--- src/sram_ctrl_macros.svh ---
// Scrambled SRAM controller sizes and constants
// Default key material and LFSR feedback for the init fill

`ifndef SRAM_CTRL_MACROS_SVH
`define SRAM_CTRL_MACROS_SVH

// Memory geometry
`define SRAM_DATA_W 32
`define SRAM_DEPTH 256
`define SRAM_ADDR_W 8

// Key and nonce share one width
`define SRAM_KEY_W 32

// Key material used after reset and after escalation
`define SRAM_DEFAULT_KEY 32'h3C5A_96E1
`define SRAM_DEFAULT_NONCE 32'h0F1E_2D3B

// Odd multiplier that spreads the word address over the keystream
`define SRAM_ADDR_MIX 32'h9E37_79B9

// Galois feedback mask, applied when the shifted-out bit is set
`define SRAM_LFSR_TAPS 32'h8020_0003

`endif

--- src/sram_ctrl_pkg.sv ---
// Scrambled SRAM controller package
// Vector types for data, addresses and key material, plus the FSM encodings

`default_nettype none

`include "sram_ctrl_macros.svh"

package sram_ctrl_pkg;

  //////////////////////////////
  // Vector types
  //////////////////////////////

  // One stored word
  typedef logic [`SRAM_DATA_W-1:0] data_t;

  // Word address into the array
  typedef logic [`SRAM_ADDR_W-1:0] addr_t;

  // Key or nonce
  typedef logic [`SRAM_KEY_W-1:0] key_t;

  //////////////////////////////
  // FSM encodings
  //////////////////////////////

  // Four-phase key exchange toward the key source
  typedef enum logic [1:0] {
    KeyIdle,
    KeyReq,
    KeyRelease
  } key_state_e;

  // Hardware init fill
  typedef enum logic [1:0] {
    InitIdle,
    InitWait,
    InitFill
  } init_state_e;

endpackage

`default_nettype wire

--- src/sram_init_arb.sv ---
// Init fill engine and memory port arbiter
// Fills the array from a nonce-seeded LFSR and merges host accesses onto one port

`timescale 1ns/1ns
`default_nettype none

`include "sram_ctrl_macros.svh"

module sram_init_arb (
  input  wire logic                 clk_i,
  input  wire logic                 rst_ni,
  input  wire logic                 init_i,
  input  wire logic                 key_pending_i,
  input  wire logic                 escalated_i,
  input  wire sram_ctrl_pkg::key_t  seed_i,
  input  wire logic                 req_i,
  input  wire logic                 we_i,
  input  wire sram_ctrl_pkg::addr_t addr_i,
  input  wire sram_ctrl_pkg::data_t wdata_i,
  output logic                      gnt_o,
  output logic                      init_busy_o,
  output logic                      init_done_o,
  output logic                      mem_req_o,
  output logic                      mem_we_o,
  output sram_ctrl_pkg::addr_t      mem_addr_o,
  output sram_ctrl_pkg::data_t      mem_wdata_o
);

  // One spare bit so the counter range is checkable
  localparam int unsigned CntW = `SRAM_ADDR_W + 1;
  typedef logic [CntW-1:0] cnt_t;

  sram_ctrl_pkg::init_state_e state_q, state_d;
  cnt_t                       fill_cnt_q;
  sram_ctrl_pkg::key_t        lfsr_q;
  logic                       init_done_q, ready_q;
  logic                       init_start, seed_load, fill_act, fill_last, host_acc;

  // One Galois step, shift right and fold in the taps
  function automatic sram_ctrl_pkg::key_t lfsr_step(input sram_ctrl_pkg::key_t s);
    sram_ctrl_pkg::key_t nxt;
    nxt = s >> 1;
    if (s[0]) begin
      nxt = nxt ^ `SRAM_LFSR_TAPS;
    end
    return nxt;
  endfunction

  //////////////////////////////
  // Init FSM
  //////////////////////////////

  assign init_start = (state_q == sram_ctrl_pkg::InitIdle) && init_i && !escalated_i;
  // Fill starts once no key exchange is in flight
  assign seed_load  = (state_q == sram_ctrl_pkg::InitWait) && !key_pending_i;
  assign fill_act   = (state_q == sram_ctrl_pkg::InitFill);
  assign fill_last  = fill_act && (fill_cnt_q == cnt_t'(`SRAM_DEPTH - 1));

  always_comb begin
    state_d = state_q;
    if (init_start) begin
      state_d = sram_ctrl_pkg::InitWait;
    end else if (seed_load) begin
      state_d = sram_ctrl_pkg::InitFill;
    end else if (fill_last) begin
      state_d = sram_ctrl_pkg::InitIdle;
    end
  end

  always_ff @(posedge clk_i or negedge rst_ni) begin
    if (!rst_ni) begin
      state_q     <= sram_ctrl_pkg::InitIdle;
      fill_cnt_q  <= '0;
      init_done_q <= 1'b0;
      ready_q     <= 1'b0;
    end else begin
      state_q <= state_d;
      ready_q <= 1'b1;
      // Counter parks on the last address once the fill ends
      if (seed_load) begin
        fill_cnt_q <= '0;
      end else if (fill_act && !fill_last) begin
        fill_cnt_q <= fill_cnt_q + cnt_t'(1);
      end
      // Done flag drops on a new init or on escalation
      if (init_start || escalated_i) begin
        init_done_q <= 1'b0;
      end else if (fill_last) begin
        init_done_q <= 1'b1;
      end
    end
  end

  // Seed has bit 0 forced so the LFSR never locks up at zero
  always_ff @(posedge clk_i) begin
    if (seed_load) begin
      lfsr_q <= seed_i | sram_ctrl_pkg::key_t'(1);
    end else if (fill_act) begin
      lfsr_q <= lfsr_step(lfsr_q);
    end
  end

  //////////////////////////////
  // Grant and port merge
  //////////////////////////////

  // Grant comes from state only, never from req_i
  assign init_busy_o = (state_q != sram_ctrl_pkg::InitIdle);
  assign gnt_o       = ready_q & ~key_pending_i & ~init_busy_o & ~escalated_i;
  assign init_done_o = init_done_q;
  assign host_acc    = req_i & gnt_o;

  assign mem_req_o   = fill_act | host_acc;
  assign mem_we_o    = fill_act | we_i;
  assign mem_addr_o  = fill_act ? sram_ctrl_pkg::addr_t'(fill_cnt_q[`SRAM_ADDR_W-1:0]) : addr_i;
  assign mem_wdata_o = fill_act ? sram_ctrl_pkg::data_t'(lfsr_q) : wdata_i;

  a_port_exclusive: assert property (
    @(posedge clk_i) disable iff (!rst_ni)
    !(host_acc && fill_act)
  );

  a_fill_cnt_range: assert property (
    @(posedge clk_i) disable iff (!rst_ni)
    fill_cnt_q < cnt_t'(`SRAM_DEPTH)
  );

endmodule

`default_nettype wire

--- config.mk ---
export PLATFORM = sky130hd
export DESIGN_NAME = sram_init_arb
export DESIGN_NICKNAME = d
export VERILOG_FILES = /design/src/sram_ctrl_pkg.sv /design/src/sram_init_arb.sv
export VERILOG_INCLUDE_DIRS = /design/src
export SDC_FILE = /design/constraint.sdc
export NUM_CORES = 1
export LEC_CHECK = 0
export BUFFER_PORTS_ARGS = -buffer_cell sky130_fd_sc_hd__buf_2
export CORE_ASPECT_RATIO = 0.8
export CORE_MARGIN = 2
export CORE_UTILIZATION = 46
export CTS_CLUSTER_SIZE = 14
export DETAILED_ROUTE_END_ITERATION = 16
export PLACE_DENSITY = 0.85
export SETUP_SLACK_MARGIN = 0.2
export SYNTH_ARGS = -nofsm -noshare
export SYNTH_HDL_FRONTEND = slang
export SYNTH_SLANG_ARGS = --single-unit
--- constraint.sdc ---
create_clock -name clk_i -period 2.7 [get_ports clk_i]
set_clock_uncertainty 0.1 [all_clocks]
set_input_delay 0.135 -clock clk_i [delete_from_list [all_inputs] [get_ports clk_i]]
set_output_delay 0.135 -clock clk_i [all_outputs]
set_load 0.005 [all_outputs]
==> reports/qor.yml <==
final_area_um2: 3290
wirelength_um: 5760
power_switching_mw: 1.32
first_global_vias: 2173
design.core.area_um2: 5060
syn2layout_area_growth_pct: 34.5
drt_first_iter_violations: 137
rows: 23
cap_violations: 0
setup_slack_ns: 0.516
cts_tree: "done"
dp.cells: 474
critPathKind: "flop to flop"
grt_setup_unrepaired: "no"
placed_cell_area_um2: 3110
final.period_utilization_pct: 80.9
start_kind: "flop"
antenna_found_initial: 0
cts_buffers: 5
ys_seq_elements: 45
drive_above_1_share_pct: 32.9
syn_inst: 301
power_density_nw_per_um2: 1010
cp.required_ns: 2.82
port_buffers: 122
clk-insertion-delay-late_ns: 0.29
grt_max_degree: 46
nFillCells: 424
die_h_um: 69.3
pre_cts_ws_ns: 0.542
p_leak_nw: 1.77
fin_cells: 491
synth_cell_types: 39
switching_share_pct: 39.5
postCtsSetupRepairBufs: 0
syn_area_per_cell_um2: 8.14
grt_pass1_wl_um: 9280
dieArea_um2: 5930
clk_pin_slew_worst_paths_ns: 0.09
synth_edf_count: 31
final_net_count: 509
whs_ns: 0.00743
finalCoreUtilization_pct: 65.0
worstSetupEndpointType: "flop"
total_power_mw: 3.33
drtAntennaViolNets: 0
async_reset_ff_share_pct: 28.9
crit_path_max_fanout: 7
setup_tns_ns: 0
remaining_drc_errors: 0
p_comb_share_pct: 47.4
die_w_um: 85.6
clkPwrFrac_pct: 12.5
viasPerCell: 4.87
ys_warn_count: 0
synth_fp_nets: 382
grt_overflow: 0
r2r_cells: 6
slew_violations: 0
hold_viol: 0
dp_hpwl_um: 4330
vdd_drop_max_uv: 471
antennaDiodeCount: 0
place_congestion: 0.828
setup_viol: 0
min_period_ns: 2.18
worstHoldPathCells: 3
max_freq_ghz: 0.458
seqPwrFrac_pct: 40.1
htree_levels: 2
num_vias: 2393
syn_area_um2: 2450
synth_area_leaders: "edfxtp_1 (38%), nand2_1 (28%), dfrtp_1 (13%), buf_2 (1.6%), xnor2_1 (1.1%)"
min_path_type: "primary input to flop"
status: "finished, final reports clean"
synth-seq-area-share_pct: 52.1
grt_usage_pct: 19.2
netlist.area_leader.share_pct: 38.0
dr.pass1.iters: 4
intPower_mw: 2.02
cts_root_buffer: "clkbuf_8"
cts_buffer_depth: 2
clock-sinks: 45
arrival_ns: 2.30
io_pins: 124
synth-main-ff-cell: "edfxtp_1"
start_util_pct: 48.4
synth_largest_area_cell: "edfxtp_1"
post_drt_wl_per_cell_um: 11.7
==> worst paths after layout <==
| kind | start | to | slack (ns) |
|---|---|---|---|
| worst max-delay path | fill_cnt_q[3] | fill_cnt_q[7] | 0.52 |
| worst min-delay path | seed_i[28] | lfsr_q[28] | 0.007 |
| worst max register to register | fill_cnt_q[3] | fill_cnt_q[7] | 0.52 |
| worst min register to register | fill_cnt_q[8] | fill_cnt_q[8] | 0.40 |
| max in group asynchronous | rst_ni | fill_cnt_q[2] | 2.11 |
| min in group asynchronous | rst_ni | init_done_o | 0.15 |
==> worst max-delay path: stages, from the launching register on <==
cell and delay, ns:
dfrtp_1 0.45, nand4_1 0.24, nor3_1 0.10, ha_1 0.22, or3b_1 0.50, nor4_4 0.27, mux2i_1 0.23
==> cells in the mapped netlist, types with 2 or more instances <==
master / count
o31ai_1: 3
buf_2: 8
dfrtp_1: 13
ha_1: 2
nand2b_1: 3
nor2b_1: 2
a22o_1: 2
a21oi_1: 2
xnor2_1: 3
nand2_1: 180
o21ai_0: 4
edfxtp_1: 31
nand3_1: 2
inv_1: 6
o211ai_1: 2
or3b_1: 2
nor2_1: 4
clkbuf_1: 5
mux2i_1: 2
buf_1: 2
o21ai_1: 4
buf_4: 2
==> logic make-up (layout without fill, tap and decap cells) <==
kind of cell | count (synthesis) | in the layout | share of synthesized area [%]
other | 1 | 1 | 0.153
adder cells (fa/ha/maj) | 2 | 2 | 1.02
AND/OR/NAND/NOR | 203 | 203 | 34.5
multiplexers | 2 | 2 | 0.817
XOR/XNOR | 4 | 4 | 1.43
flip-flops | 45 | 45 | 52.1
AO/OA/AOI/OAI | 21 | 21 | 5.72
buffers and inverters | 23 | 151 | 4.24
==> placed cells by master, fill, tap and decap left out, drive strengths merged, types with 3 or more instances in the layout <==
cell and n:
nand2 180, buf 128, edfxtp 31, dfrtp 13
dlygate4sd3 9, o21ai 8, inv 6, clkbuf 5
nor2 4, xnor2 3, o31ai 3, nand2b 3
clkinv 3
==> metal layers <==
layer  vias to the layer above  GRT usage, %  share of wire, %
li1                       1227             -                 -
met1                      1060          23.8                44
met2                        96          33.6                47
met3                        10          3.69               7.3
met4                         0          6.35               1.2
met5                         -             0                 0
==> flip-flops by register name, summed over array words and instances (netlist names) <==
| register | cells |
|---|---|
| lfsr_q | 32 |
| fill_cnt_q | 9 |
| state_q | 2 |
| init_done_o | 1 |
| ready_q | 1 |
==> power by group through the flow <==
stage | Clock [mW] | Sequential [mW] | Combinational, mW
final | 0.416 | 1.34 | 1.58
after detailed placement | 0 | 1.36 | 1.60
after floorplan | 0 | 1.29 | 1.01
after global routing | 0.455 | 1.38 | 1.81
after global placement | 0 | 1.33 | 1.55
after CTS | 0.429 | 1.34 | 1.61
==> repair_timing <==
item | in CTS | in global routing
gates resized for setup | 0 | 0
hold buffers | 9 | 0
endpoints found under the hold margin | 21 | 0
==> area by class of cell <==
class | count | area, µm² | share of cell area [%]
Clock buffer | 5 | 68.8 | 2.09
Clock inverter | 3 | 22.5 | 0.684
Inverter | 6 | 22.5 | 0.684
Multi-Input combinational cell | 233 | 1080 | 32.8
Sequential cell | 45 | 1280 | 38.7
Tap cell | 62 | 77.6 | 2.35
Timing Repair Buffer | 137 | 746 | 22.6
No activity file was read; power rests on OpenSTA's default activity.
