## config.mk

```make
export PLATFORM = sky130hd
export DESIGN_NAME = sram_key_req
export DESIGN_NICKNAME = d
export VERILOG_FILES = /design/src/sram_ctrl_pkg.sv /design/src/sram_key_req.sv
export VERILOG_INCLUDE_DIRS = /design/src
export SDC_FILE = /design/constraint.sdc
export NUM_CORES = 1
export LEC_CHECK = 0
export BUFFER_PORTS_ARGS = -buffer_cell sky130_fd_sc_hd__buf_2
export CAP_MARGIN = 10
export CORE_AREA = 2 2 104 106
export DETAILED_ROUTE_END_ITERATION = 8
export DIE_AREA = 0 0 106 108
export SYNTH_ARGS = -nofsm -noshare
export SYNTH_HDL_FRONTEND = slang
export SYNTH_SLANG_ARGS = --single-unit
```

## constraint.sdc

```tcl
create_clock -name clk_i -period 1.9 [get_ports clk_i]
set_input_delay 0.285 -clock clk_i [delete_from_list [all_inputs] [get_ports clk_i]]
set_output_delay 0.285 -clock clk_i [all_outputs]
set_load 0.01 [all_outputs]
```

## src/sram_ctrl_macros.svh

```systemverilog
// Scrambled SRAM controller sizes and constants
// Default key material and LFSR feedback for the init fill

`ifndef SRAM_CTRL_MACROS_SVH
`define SRAM_CTRL_MACROS_SVH

// Memory geometry
`define SRAM_DATA_W 32
`define SRAM_DEPTH 256
`define SRAM_ADDR_W 8

// Key and nonce share one width
`define SRAM_KEY_W 32

// Key material used after reset and after escalation
`define SRAM_DEFAULT_KEY 32'h3C5A_96E1
`define SRAM_DEFAULT_NONCE 32'h0F1E_2D3B

// Odd multiplier that spreads the word address over the keystream
`define SRAM_ADDR_MIX 32'h9E37_79B9

// Galois feedback mask, applied when the shifted-out bit is set
`define SRAM_LFSR_TAPS 32'h8020_0003

`endif

```

## src/sram_ctrl_pkg.sv

```systemverilog
// Scrambled SRAM controller package
// Vector types for data, addresses and key material, plus the FSM encodings

`default_nettype none

`include "sram_ctrl_macros.svh"

package sram_ctrl_pkg;

  //////////////////////////////
  // Vector types
  //////////////////////////////

  // One stored word
  typedef logic [`SRAM_DATA_W-1:0] data_t;

  // Word address into the array
  typedef logic [`SRAM_ADDR_W-1:0] addr_t;

  // Key or nonce
  typedef logic [`SRAM_KEY_W-1:0] key_t;

  //////////////////////////////
  // FSM encodings
  //////////////////////////////

  // Four-phase key exchange toward the key source
  typedef enum logic [1:0] {
    KeyIdle,
    KeyReq,
    KeyRelease
  } key_state_e;

  // Hardware init fill
  typedef enum logic [1:0] {
    InitIdle,
    InitWait,
    InitFill
  } init_state_e;

endpackage

`default_nettype wire

```

## src/sram_key_req.sv

```systemverilog
// Key requester for the scrambled SRAM
// Runs the four-phase exchange, holds key and nonce, scraps them on escalation

`timescale 1ns/1ns
`default_nettype none

`include "sram_ctrl_macros.svh"

module sram_key_req (
  input  wire logic                clk_i,
  input  wire logic                rst_ni,
  input  wire logic                renew_key_i,
  input  wire logic                escalate_i,
  input  wire logic                init_busy_i,
  input  wire logic                key_ack_i,
  input  wire sram_ctrl_pkg::key_t key_i,
  input  wire sram_ctrl_pkg::key_t nonce_i,
  output logic                     key_req_o,
  output logic                     key_pending_o,
  output logic                     escalated_o,
  output sram_ctrl_pkg::key_t      key_o,
  output sram_ctrl_pkg::key_t      nonce_o
);

  sram_ctrl_pkg::key_state_e state_q, state_d;
  sram_ctrl_pkg::key_t       key_q, nonce_q;
  logic                      escalated_q;
  logic                      capture;

  //////////////////////////////
  // Exchange FSM
  //////////////////////////////

  always_comb begin
    state_d = state_q;
    capture = 1'b0;
    unique case (state_q)
      sram_ctrl_pkg::KeyIdle: begin
        // New requests only from a quiet, unescalated controller
        if (renew_key_i && !init_busy_i && !escalated_q) begin
          state_d = sram_ctrl_pkg::KeyReq;
        end
      end
      sram_ctrl_pkg::KeyReq: begin
        // Key and nonce are valid alongside the ack
        if (key_ack_i) begin
          capture = 1'b1;
          state_d = sram_ctrl_pkg::KeyRelease;
        end
      end
      sram_ctrl_pkg::KeyRelease: begin
        // Wait for the source to drop its ack
        if (!key_ack_i) begin
          state_d = sram_ctrl_pkg::KeyIdle;
        end
      end
      default: state_d = sram_ctrl_pkg::KeyIdle;
    endcase
  end

  //////////////////////////////
  // State and key registers
  //////////////////////////////

  always_ff @(posedge clk_i or negedge rst_ni) begin
    if (!rst_ni) begin
      state_q     <= sram_ctrl_pkg::KeyIdle;
      escalated_q <= 1'b0;
      key_q       <= `SRAM_DEFAULT_KEY;
      nonce_q     <= `SRAM_DEFAULT_NONCE;
    end else begin
      state_q <= state_d;
      // Sticky until reset
      if (escalate_i) begin
        escalated_q <= 1'b1;
      end
      // Escalation wins over a capture in the same cycle
      if (escalate_i || escalated_q) begin
        key_q   <= `SRAM_DEFAULT_KEY;
        nonce_q <= `SRAM_DEFAULT_NONCE;
      end else if (capture) begin
        key_q   <= key_i;
        nonce_q <= nonce_i;
      end
    end
  end

  assign key_req_o     = (state_q == sram_ctrl_pkg::KeyReq);
  assign key_pending_o = (state_q != sram_ctrl_pkg::KeyIdle);
  assign escalated_o   = escalated_q;
  assign key_o         = key_q;
  assign nonce_o       = nonce_q;

  // Request is only withdrawn once the source has answered
  a_req_held_until_ack: assert property (
    @(posedge clk_i) disable iff (!rst_ni)
    $fell(key_req_o) |-> $past(key_ack_i)
  );

endmodule

`default_nettype wire

```

==> results of run 1 <==
## final cells by class
| type | instances | area [um^2] | area share, % |
|---|---|---|---|
| timing repair buffer | 148 | 851 | 18.7 |
| clock inverter | 7 | 43.8 | 0.962 |
| tap | 136 | 170 | 3.74 |
| multi-input combinational | 201 | 1640 | 36.1 |
| sequential | 67 | 1720 | 37.8 |
| clock buffer | 9 | 124 | 2.72 |
## state kept, by name (all words and copies together), names as in the netlist
signal       count
escalated_o      1
key_o           32
nonce_o         32
state_q          2
## report_power, final
part / total (uW) / internal (uW) / switching [uW]
clock: 1040 / 469 / 567
combinational: 160 / 72.6 / 87.3
sequential: 1430 / 1430 / 0.0000000000359
## how the worst max path moves through the flow
| stage | start | end | slack, ns | cells past startpoint |
|---|---|---|---|---|
| final | escalated_o$_DFFE_PN0P_ | escalated_o | 0.36 | 1 |
| after global placement | state_q[1]$_DFFE_PN0P_ | key_o[14]$_DFFE_PN0P_ | 0.40 | 3 |
| after floorplan | state_q[1]$_DFFE_PN0P_ | key_o[23]$_DFFE_PN0P_ | 0.58 | 4 |
| after CTS | escalated_o$_DFFE_PN0P_ | escalated_o | 0.31 | 1 |
| after global routing | escalated_o$_DFFE_PN0P_ | escalated_o | 0.27 | 1 |
| after detailed placement | state_q[1]$_DFFE_PN0P_ | key_o[14]$_DFFE_PN0P_ | 0.36 | 3 |
## logic make-up after synthesis
family | Yosys count
compound gates | 2
flops | 67
mux | 64
simple gates | 135
buf+inv | 35
## per-stage QoR
step,instance area (um^2),hold slack (ns),cells
after detailed placement,4380,0.337,551
after CTS,4550,0.165,568
after global placement,4380,0.339,551
after global routing,4550,0.181,568
final,4550,0.186,568
after floorplan,3550,-0.0106,303
## cell usage in the layout (no fill, tap or decap), types with 2 or more instances in the layout
cell	n
clkinv_4	2
clkbuf_8	9
dfstp_2	33
dfrtp_1	33
mux2_2	4
nor3_1	66
clkinv_2	4
buf_2	135
buf_12	6
mux2i_1	33
nor2b_1	2
or2_2	2
mux2_4	27
nor3b_1	62
buf_4	6
## worst register-to-register path, cell delays in order (launching register included)
cell,delay (ns)
dfrtp_1,0.41
and3b_4,0.40
buf_12,0.24
mux2_2,0.37
## metal layers
metal  vias to the layer above  global-route usage, %  share of wire, %
met5                         -                      0                 0
met4                         0                   5.64               1.3
met3                        10                   5.97               9.9
met2                       101                   22.5                44
met1                      1282                   19.8                45
li1                       1335                      -                 -
==> results.ini, run 1 <==
[clock_network]
cts_resized = 0
clk_latency_ns = 0.34
cts-htree-levels = 3
cts_sinks = 67
post-cts-setup-buffers = 0
cts_hold_buf = 1
cts_tree = done
numCtsBuffers = 9
cts-root-buf = clkbuf_8
path_clk_slew_ns = 0.07
clockBufferDepth = 2

[setup_path]
cp-start-kind = flop
cp.arrival_ns = 1.26
end_kind = output pin
crit_path_top_delay_cell = dfrtp_4
worstPathCellList = buf_2
required_ns = 1.62
worstRegToRegCells = 3
critical_path_buf_inv_count = 1
r2r_slack_ns = 0.38
critPathMaxStageDelay_ns = 0.71
crit_family = flip-flops
regToRegStartpoint = state_q[1]$_DFFE_PN0P_
path_max_fanout = 38
reg2reg_to = key_o[14]$_DFFE_PN0P_
path_class = flop to output pin

[finish]
nNetsFinal = 497
fin_util_pct = 44.5
diodes = 0
area_growth_pct = 28.4
final_layout_size_suffix_gt1_share_pct = 53.5
fill_cells = 1004

[yosys]
ys_ff_latch = 67
synth.area.mux_share_pct = 22.0
synth_compound_gate_area_share_pct = 0.353
synth_top_area_share_pct = 24.4
synthCells = 303
synth_top_flop_cell = dfrtp_1
async_flop_share_pct = 100
synth_commonest_cells = nor3_1, nor3b_1, dfrtp_1, dfstp_2, mux2i_1
synth-simple-area-share_pct = 23.8
synth_area_leaders = dfstp_2, dfrtp_1, nor3b_1
synth_warnings = 0
synth_most_common_cell = nor3_1
syn_avg_cell_area_um2 = 11.7
syn-cell-area_mm2 = 0.00355
synth_fa_ha_area_share_pct = 0
ys_types = 19
synth_xor_area_share_pct = 0
synth_enable_flop_cells = 0
yosysSeqAreaShare_pct = 48.4
synth_area_leader_cell = dfstp_2
synth_top_family_by_area = simple AND/OR/NAND/NOR gates
synth_fp_nets = 373

[floorplan]
dieHeight_um = 108
start_util_pct = 34.7
die_w_um = 106
core_area_mm2 = 0.0102
dieArea_mm2 = 0.0114
rows = 37
boundaryPins = 137

[sta]
finalCritPeriodShare_pct = 81.1
fmaxAchievable_ghz = 0.649
rsz0062_at_grt = no
finalWorstPathRequiredPeriod_ns = 1.54
hold_violations = 0
setup_viol = 0
postLayoutSetupSlackWorst_ns = 0.359
worstMarginPinSlew_ns = 0.634
fin_skew_ns = 0.00662
maxSlewViolCount = 0
fin_setup_tns_ns = 0
max_slew_margin_pct = 57.7

[run_status]
status = complete, no violations

[power]
power.density_mw_per_mm2 = 576
p_leak_uw = 0.00181
p_total_uw = 2620
peakVddDrop_mv = 0.262

[global_route]
grt_max_degree = 68
grt_usage_pct = 15.1
grt_overflow = 0
grt_antenna_before_repair = 0
grt_pass1_wl_mm = 13.8
grt_pass1_vias = 2796

[placement]
gp_congestion = 0.692
pre_cts_ws_ns = 0.361
hpwl_mm = 5.49
port-buffer-count = 136

[routing]
dr_total_vias = 2728
routed_wl_mm = 8.29
viasPerCell = 4.80
firstDrtPassIters = 4
route.detailed.drc = 0
ant_nets = 0
wl_per_cell_um = 14.6
drtIter0Drc = 111

[min_path]
whs_endpoint = state_q[1]$_DFFE_PN0P_
hold_path_class = input port to flop
hold_path_depth = 2
hp-start = key_ack_i

[job]
max_cap_violations = 0

(Power assumes the default switching activity.)
==> inputs of run 2 (changes only) <==
==> constraint.sdc (replaced) <==
create_clock -name clk_i -period 1.6 [get_ports clk_i]
set_input_delay 0.24 -clock clk_i [delete_from_list [all_inputs] [get_ports clk_i]]
set_output_delay 0.24 -clock clk_i [all_outputs]
set_load 0.01 [all_outputs]
==> results.ini, run 2 (synthesis gave the netlist of run 1 again) <==
[floorplan]
boundaryPins = 137  ; unchanged
core_area_mm2 = 0.0102  ; unchanged
rows = 37  ; unchanged
dieHeight_um = 108  ; unchanged
start_util_pct = 34.7  ; unchanged
dieArea_mm2 = 0.0114  ; unchanged
die_w_um = 106  ; unchanged

[job]
max_cap_violations = 0  ; unchanged

[routing]
viasPerCell = 4.83  ; +0.62%
route.detailed.drc = 0  ; unchanged
wl_per_cell_um = 14.5  ; -0.54%
ant_nets = 0  ; unchanged
dr_total_vias = 2798  ; +2.6%
routed_wl_mm = 8.41  ; +1.4%
firstDrtPassIters = 4  ; unchanged
drtIter0Drc = 108  ; -2.7%

[finish]
fill_cells = 979  ; -2.5%
final_layout_size_suffix_gt1_share_pct = 54.4  ; +0.93 points
diodes = 0  ; unchanged
area_growth_pct = 31.7
stdcell_area_mm2 = 0.00467  ; +2.6%
final_cell_mix = buf_2, nor3_1, nor3b_1
nNetsFinal = 508  ; +2.2%
layout_commonest_cell = buf_2

[placement]
placed_cell_area_mm2 = 0.00448  ; +2.5%
gp_congestion = 0.692  ; about the same
hpwl_mm = 5.81  ; +5.7%
port-buffer-count = 136  ; unchanged

[clock_network]
path_clk_slew_ns = 0.07  ; about the same
cts-root-buf = clkbuf_8
post-cts-setup-buffers = 0  ; unchanged
numCtsBuffers = 9  ; unchanged
cts_tree = done
cts-htree-levels = 3  ; unchanged
cts_sinks = 67  ; unchanged
clockBufferDepth = 2  ; unchanged
clk_latency_ns = 0.33  ; about the same

[setup_path]
reg2reg_to = nonce_o[16]$_DFFE_PN0P_
worstRegToRegCells = 3  ; unchanged
regToRegStartpoint = state_q[1]$_DFFE_PN0P_
path_class = flop to flop
required_ns = 1.81  ; +0.19 ns
cp.arrival_ns = 1.71  ; +0.45 ns
end_kind = flop
path_max_fanout = 10  ; -74%
r2r_slack_ns = 0.10  ; -0.28 ns
cp-start-kind = flop

[sta]
rsz0062_at_grt = no
finalWorstPathRequiredPeriod_ns = 1.50
finalCritPeriodShare_pct = 93.6
maxSlewViolCount = 0  ; unchanged
max_slew_margin_pct = 64.1  ; +6.4 points
worstMarginPinSlew_ns = 0.538  ; -0.0960 ns
setup_viol = 0  ; unchanged
fmaxAchievable_ghz = 0.668
hold_violations = 0  ; unchanged
fin_skew_ns = 0.00887  ; +0.00225 ns
fin_setup_tns_ns = 0  ; unchanged

[run_status]
status = complete, no violations

[min_path]
hp-start = key_ack_i
whs_endpoint = state_q[1]$_DFFE_PN0P_
hold_path_depth = 2  ; unchanged
hold_path_class = input port to flop

[global_route]
grt_usage_pct = 15.2  ; +0.094 points
grt_antenna_before_repair = 0  ; unchanged
grt_max_degree = 68  ; unchanged
grt_pass1_wl_mm = 13.9  ; +0.59%
grt_overflow = 0  ; unchanged
grt_pass1_vias = 2798  ; +0.072%

[power]
p_leak_uw = 0.00187  ; +3.1%
power.density_mw_per_mm2 = 679  ; +18%
p_total_uw = 3170  ; +21%
peakVddDrop_mv = 0.297  ; +13%

run 2: cell count changes in the layout (fill, tap and decap cells not counted), sizes merged:
cell	delta
inv	-1
clkinvlp	+2
clkbuf	+3
buf	+11
clkinv	-4
run 2: power by group:
group | total (uW) | leakage [uW] | switching (uW) | internal [uW]
logic | 202 | 0.000964 | 108 | 94.6
clock network | 1270 | 0.0000884 | 631 | 643
registers | 1700 | 0.000817 | 0.0000000000364 | 1700
run 2: how the worst max path moves through the flow:
stage | from | endpoint | slack [ns] | cells past startpoint
6_report | state_q[1]$_DFFE_PN0P_ | nonce_o[16]$_DFFE_PN0P_ | 0.10 | 3
5_1_grt | state_q[1]$_DFFE_PN0P_ | nonce_o[24]$_DFFE_PN1P_ | 0.02 | 4
4_1_cts | state_q[1]$_DFFE_PN0P_ | key_o[11]$_DFFE_PN0P_ | 0.08 | 3
3_5_place_dp | state_q[1]$_DFFE_PN0P_ | key_o[28]$_DFFE_PN1P_ | 0.1 | 4
3_3_place_gp | state_q[1]$_DFFE_PN0P_ | key_o[4]$_DFFE_PN0P_ | 0.13 | 3
2_1_floorplan | state_q[1]$_DFFE_PN0P_ | key_o[23]$_DFFE_PN0P_ | 0.28 | 4
run 2: critical path, cell delays in order, from the launching register on:
cell	delay, ns
dfrtp_1	0.41
and3b_4	0.44
buf_4	0.21
mux2_4	0.30
run 2: per-layer routing:
layer  track usage, %  up-vias  share of wire [%]
met4             4.79        0                1.1
met5                0        -                  0
met1             20.9     1324                 48
li1                 -     1359                  -
met2             22.1      107                 42
met3             5.67        8                9.1
run 2: layout make-up:
cell class / count / area (um^2) / share of cell area (%)
clock buffer: 12 / 155 / 3.32
clock inverter: 4 / 25.0 / 0.535
multi-input combinational: 201 / 1640 / 35.2
sequential: 67 / 1720 / 36.8
tap: 136 / 170 / 3.64
timing repair buffer: 159 / 958 / 20.5
run 2: stage by stage:
stage	util [%]	instances	setup slack, ns	hold slack [ns]
6_report	45.7	579	0.103	0.145
5_1_grt	45.7	579	0.0193	0.133
3_5_place_dp	43.8	562	0.0991	0.302
2_1_floorplan	-	303	0.280	-0.0556
4_1_cts	45.7	579	0.0760	0.124
3_3_place_gp	43.8	562	0.133	0.297
run 2: what timing repair did:
item                                   4_1_cts  5_1_grt
endpoints found under the hold margin       34        0
gates resized for setup                      0        0
hold buffers                                 1        0
setup endpoints to repair                    0        0
==> inputs of run 3 (changes only) <==
--- a/config.mk
+++ b/config.mk
@@ -11,6 +11,7 @@
 export CORE_AREA = 2 2 104 106
 export DETAILED_ROUTE_END_ITERATION = 8
 export DIE_AREA = 0 0 106 108
+export SETUP_SLACK_MARGIN = 0.2
 export SYNTH_ARGS = -nofsm -noshare
 export SYNTH_HDL_FRONTEND = slang
 export SYNTH_SLANG_ARGS = --single-unit
==> results.ini, run 3 (synthesis gave the netlist of run 1 again) <==
[routing]
drtIter0Drc = 119  ; +10%
route.detailed.drc = 0  ; unchanged
dr_total_vias = 2826  ; +1.0%
routed_wl_mm = 8.49  ; +0.96%
ant_nets = 0  ; unchanged
firstDrtPassIters = 4  ; unchanged
viasPerCell = 4.83  ; about the same
wl_per_cell_um = 14.5  ; about the same

[placement]
placed_cell_area_mm2 = 0.00448  ; unchanged
gp_congestion = 0.692  ; unchanged
port-buffer-count = 136  ; unchanged
hpwl_mm = 5.81  ; unchanged
pre_cts_ws_ns = 0.0991  ; unchanged

[clock_network]
cts_tree = done
clk_latency_ns = 0.34  ; about the same
cts-htree-levels = 3  ; unchanged
clockBufferDepth = 2  ; unchanged
numCtsBuffers = 9  ; unchanged
path_clk_slew_ns = 0.07  ; about the same
cts-root-buf = clkbuf_8
cts_sinks = 67  ; unchanged

[setup_path]
path_class = flop to flop
critPathMaxStageDelay_ns = 0.42  ; -0.02 ns
path_max_fanout = 14  ; +4
cp.arrival_ns = 1.66  ; -0.05 ns
critical_path_buf_inv_count = 1  ; unchanged
crit_family = flip-flops
reg2reg_to = nonce_o[15]$_DFFE_PN0P_
required_ns = 1.81  ; about the same
regToRegStartpoint = state_q[1]$_DFFE_PN0P_
cp-startpoint = state_q[1]$_DFFE_PN0P_
end_kind = flop
crit_path_top_delay_cell = dfrtp_1
worstRegToRegCells = 3  ; unchanged
r2r_slack_ns = 0.15  ; +0.05 ns
worstPathCellList = and3b_4, buf_12, mux2_4
cp-start-kind = flop

[finish]
final_layout_size_suffix_gt1_share_pct = 55.0  ; +0.61 points
layout_commonest_cell = buf_2
fin_util_pct = 46.2  ; +0.56 points
diodes = 0  ; unchanged
nNetsFinal = 514  ; +1.2%
stdcell_area_mm2 = 0.00473  ; +1.2%
area_growth_pct = 33.4
final_cell_mix = buf_2, nor3_1, nor3b_1

[min_path]
hold_path_class = input port to flop
hp-start = key_ack_i
hold_path_depth = 2  ; unchanged
whs_endpoint = state_q[1]$_DFFE_PN0P_

[sta]
hold_violations = 0  ; unchanged
fmaxAchievable_ghz = 0.692  ; +3.5%
rsz0062_at_grt = yes
finalCritPeriodShare_pct = 90.4  ; -3.2 points
setup_viol = 0  ; unchanged
max_slew_margin_pct = 73.9  ; +9.8 points
fin_setup_tns_ns = 0  ; unchanged
finalWorstPathRequiredPeriod_ns = 1.45  ; -0.0511 ns
maxSlewViolCount = 0  ; unchanged
postLayoutSetupSlackWorst_ns = 0.154  ; +0.0511 ns
worstMarginPinSlew_ns = 0.391  ; -0.147 ns
fin_skew_ns = 0.0113  ; +0.00240 ns

[global_route]
top_usage_layer = met2
grt_use_met3_pct = 5.61  ; -0.060 points
use_met1_pct = 21.2  ; +0.23 points
met2_usage_pct = 22.0  ; -0.092 points
grt_usage_pct = 15.3  ; +0.090 points
grt_pass1_wl_mm = 14.0  ; +0.70%
grt_pass1_vias = 2825  ; +0.96%
grt_antenna_before_repair = 0  ; unchanged
grt_max_degree = 68  ; unchanged
grt_overflow = 0  ; unchanged

[power]
power.density_mw_per_mm2 = 672  ; -0.97%
peakVddDrop_mv = 0.296  ; -0.21%
p_leak_uw = 0.00190  ; +1.8%

[run_status]
status = complete, no violations

[floorplan]
start_util_pct = 34.7  ; unchanged
rows = 37  ; unchanged
core_area_mm2 = 0.0102  ; unchanged
dieArea_mm2 = 0.0114  ; unchanged
dieHeight_um = 108  ; unchanged
die_w_um = 106  ; unchanged
boundaryPins = 137  ; unchanged

[job]
max_cap_violations = 0  ; unchanged

==> run 3: how the worst max path moves through the flow <==
stage | end | slack, ns | cells past startpoint
2_1_floorplan | key_o[23]$_DFFE_PN0P_ | 0.28 | 4
3_3_place_gp | key_o[4]$_DFFE_PN0P_ | 0.13 | 3
3_5_place_dp | key_o[28]$_DFFE_PN1P_ | 0.1 | 4
4_1_cts | key_o[11]$_DFFE_PN0P_ | 0.14 | 3
5_1_grt | nonce_o[24]$_DFFE_PN1P_ | 0.09 | 4
6_report | nonce_o[15]$_DFFE_PN0P_ | 0.15 | 3
==> run 3: timing repair <==
item	in CTS	in global routing
endpoints found under the hold margin	34	0
endpoints found under the setup margin	56	65
buffers inserted	6	0
resized for setup	1	2
pin swaps	0	1
hold buffers	1	0
gates cloned	0	0
==> run 3: worst reg2reg max path: stages (launching register included) <==
cell	delay, ns
dfrtp_1	0.42
and3b_4	0.40
buf_12	0.20
mux2_4	0.31
==> run 3: cell type report <==
cell class                      count  area, um^2
Timing Repair Buffer              165        1010
Sequential cell                    67        1720
Fill cell                         979        5500
Clock buffer                       12         155
Multi-Input combinational cell    201        1650
Clock inverter                      4        25.0
Tap cell                          136         170
==> run 3: power by group <==
part | switching, uW | total [uW] | leakage, uW | internal, uW
logic | 108 | 202 | 0.000998 | 94.6
clock network | 639 | 1280 | 0.0000884 | 643
registers | 0.0000000000416 | 1700 | 0.000817 | 1700
total | 747 | 3180 | 0.00190 | 2430
==> run 3: through the flow <==
step	power, uW	hold WS (ns)	cells
after floorplan	1780	-0.0556	303
after global placement	1930	0.297	562
after detailed placement	1930	0.302	562
after CTS	3240	0.124	585
after global routing	3350	0.133	585
final	3180	0.141	585
==> run 3: per-layer routing <==
layer | wire [um] | vias to the layer above
met5 | 0 | -
met2 | 3540 | 104
met4 | 120 | 0
met3 | 752 | 10
li1 | - | 1369
met1 | 4070 | 1343
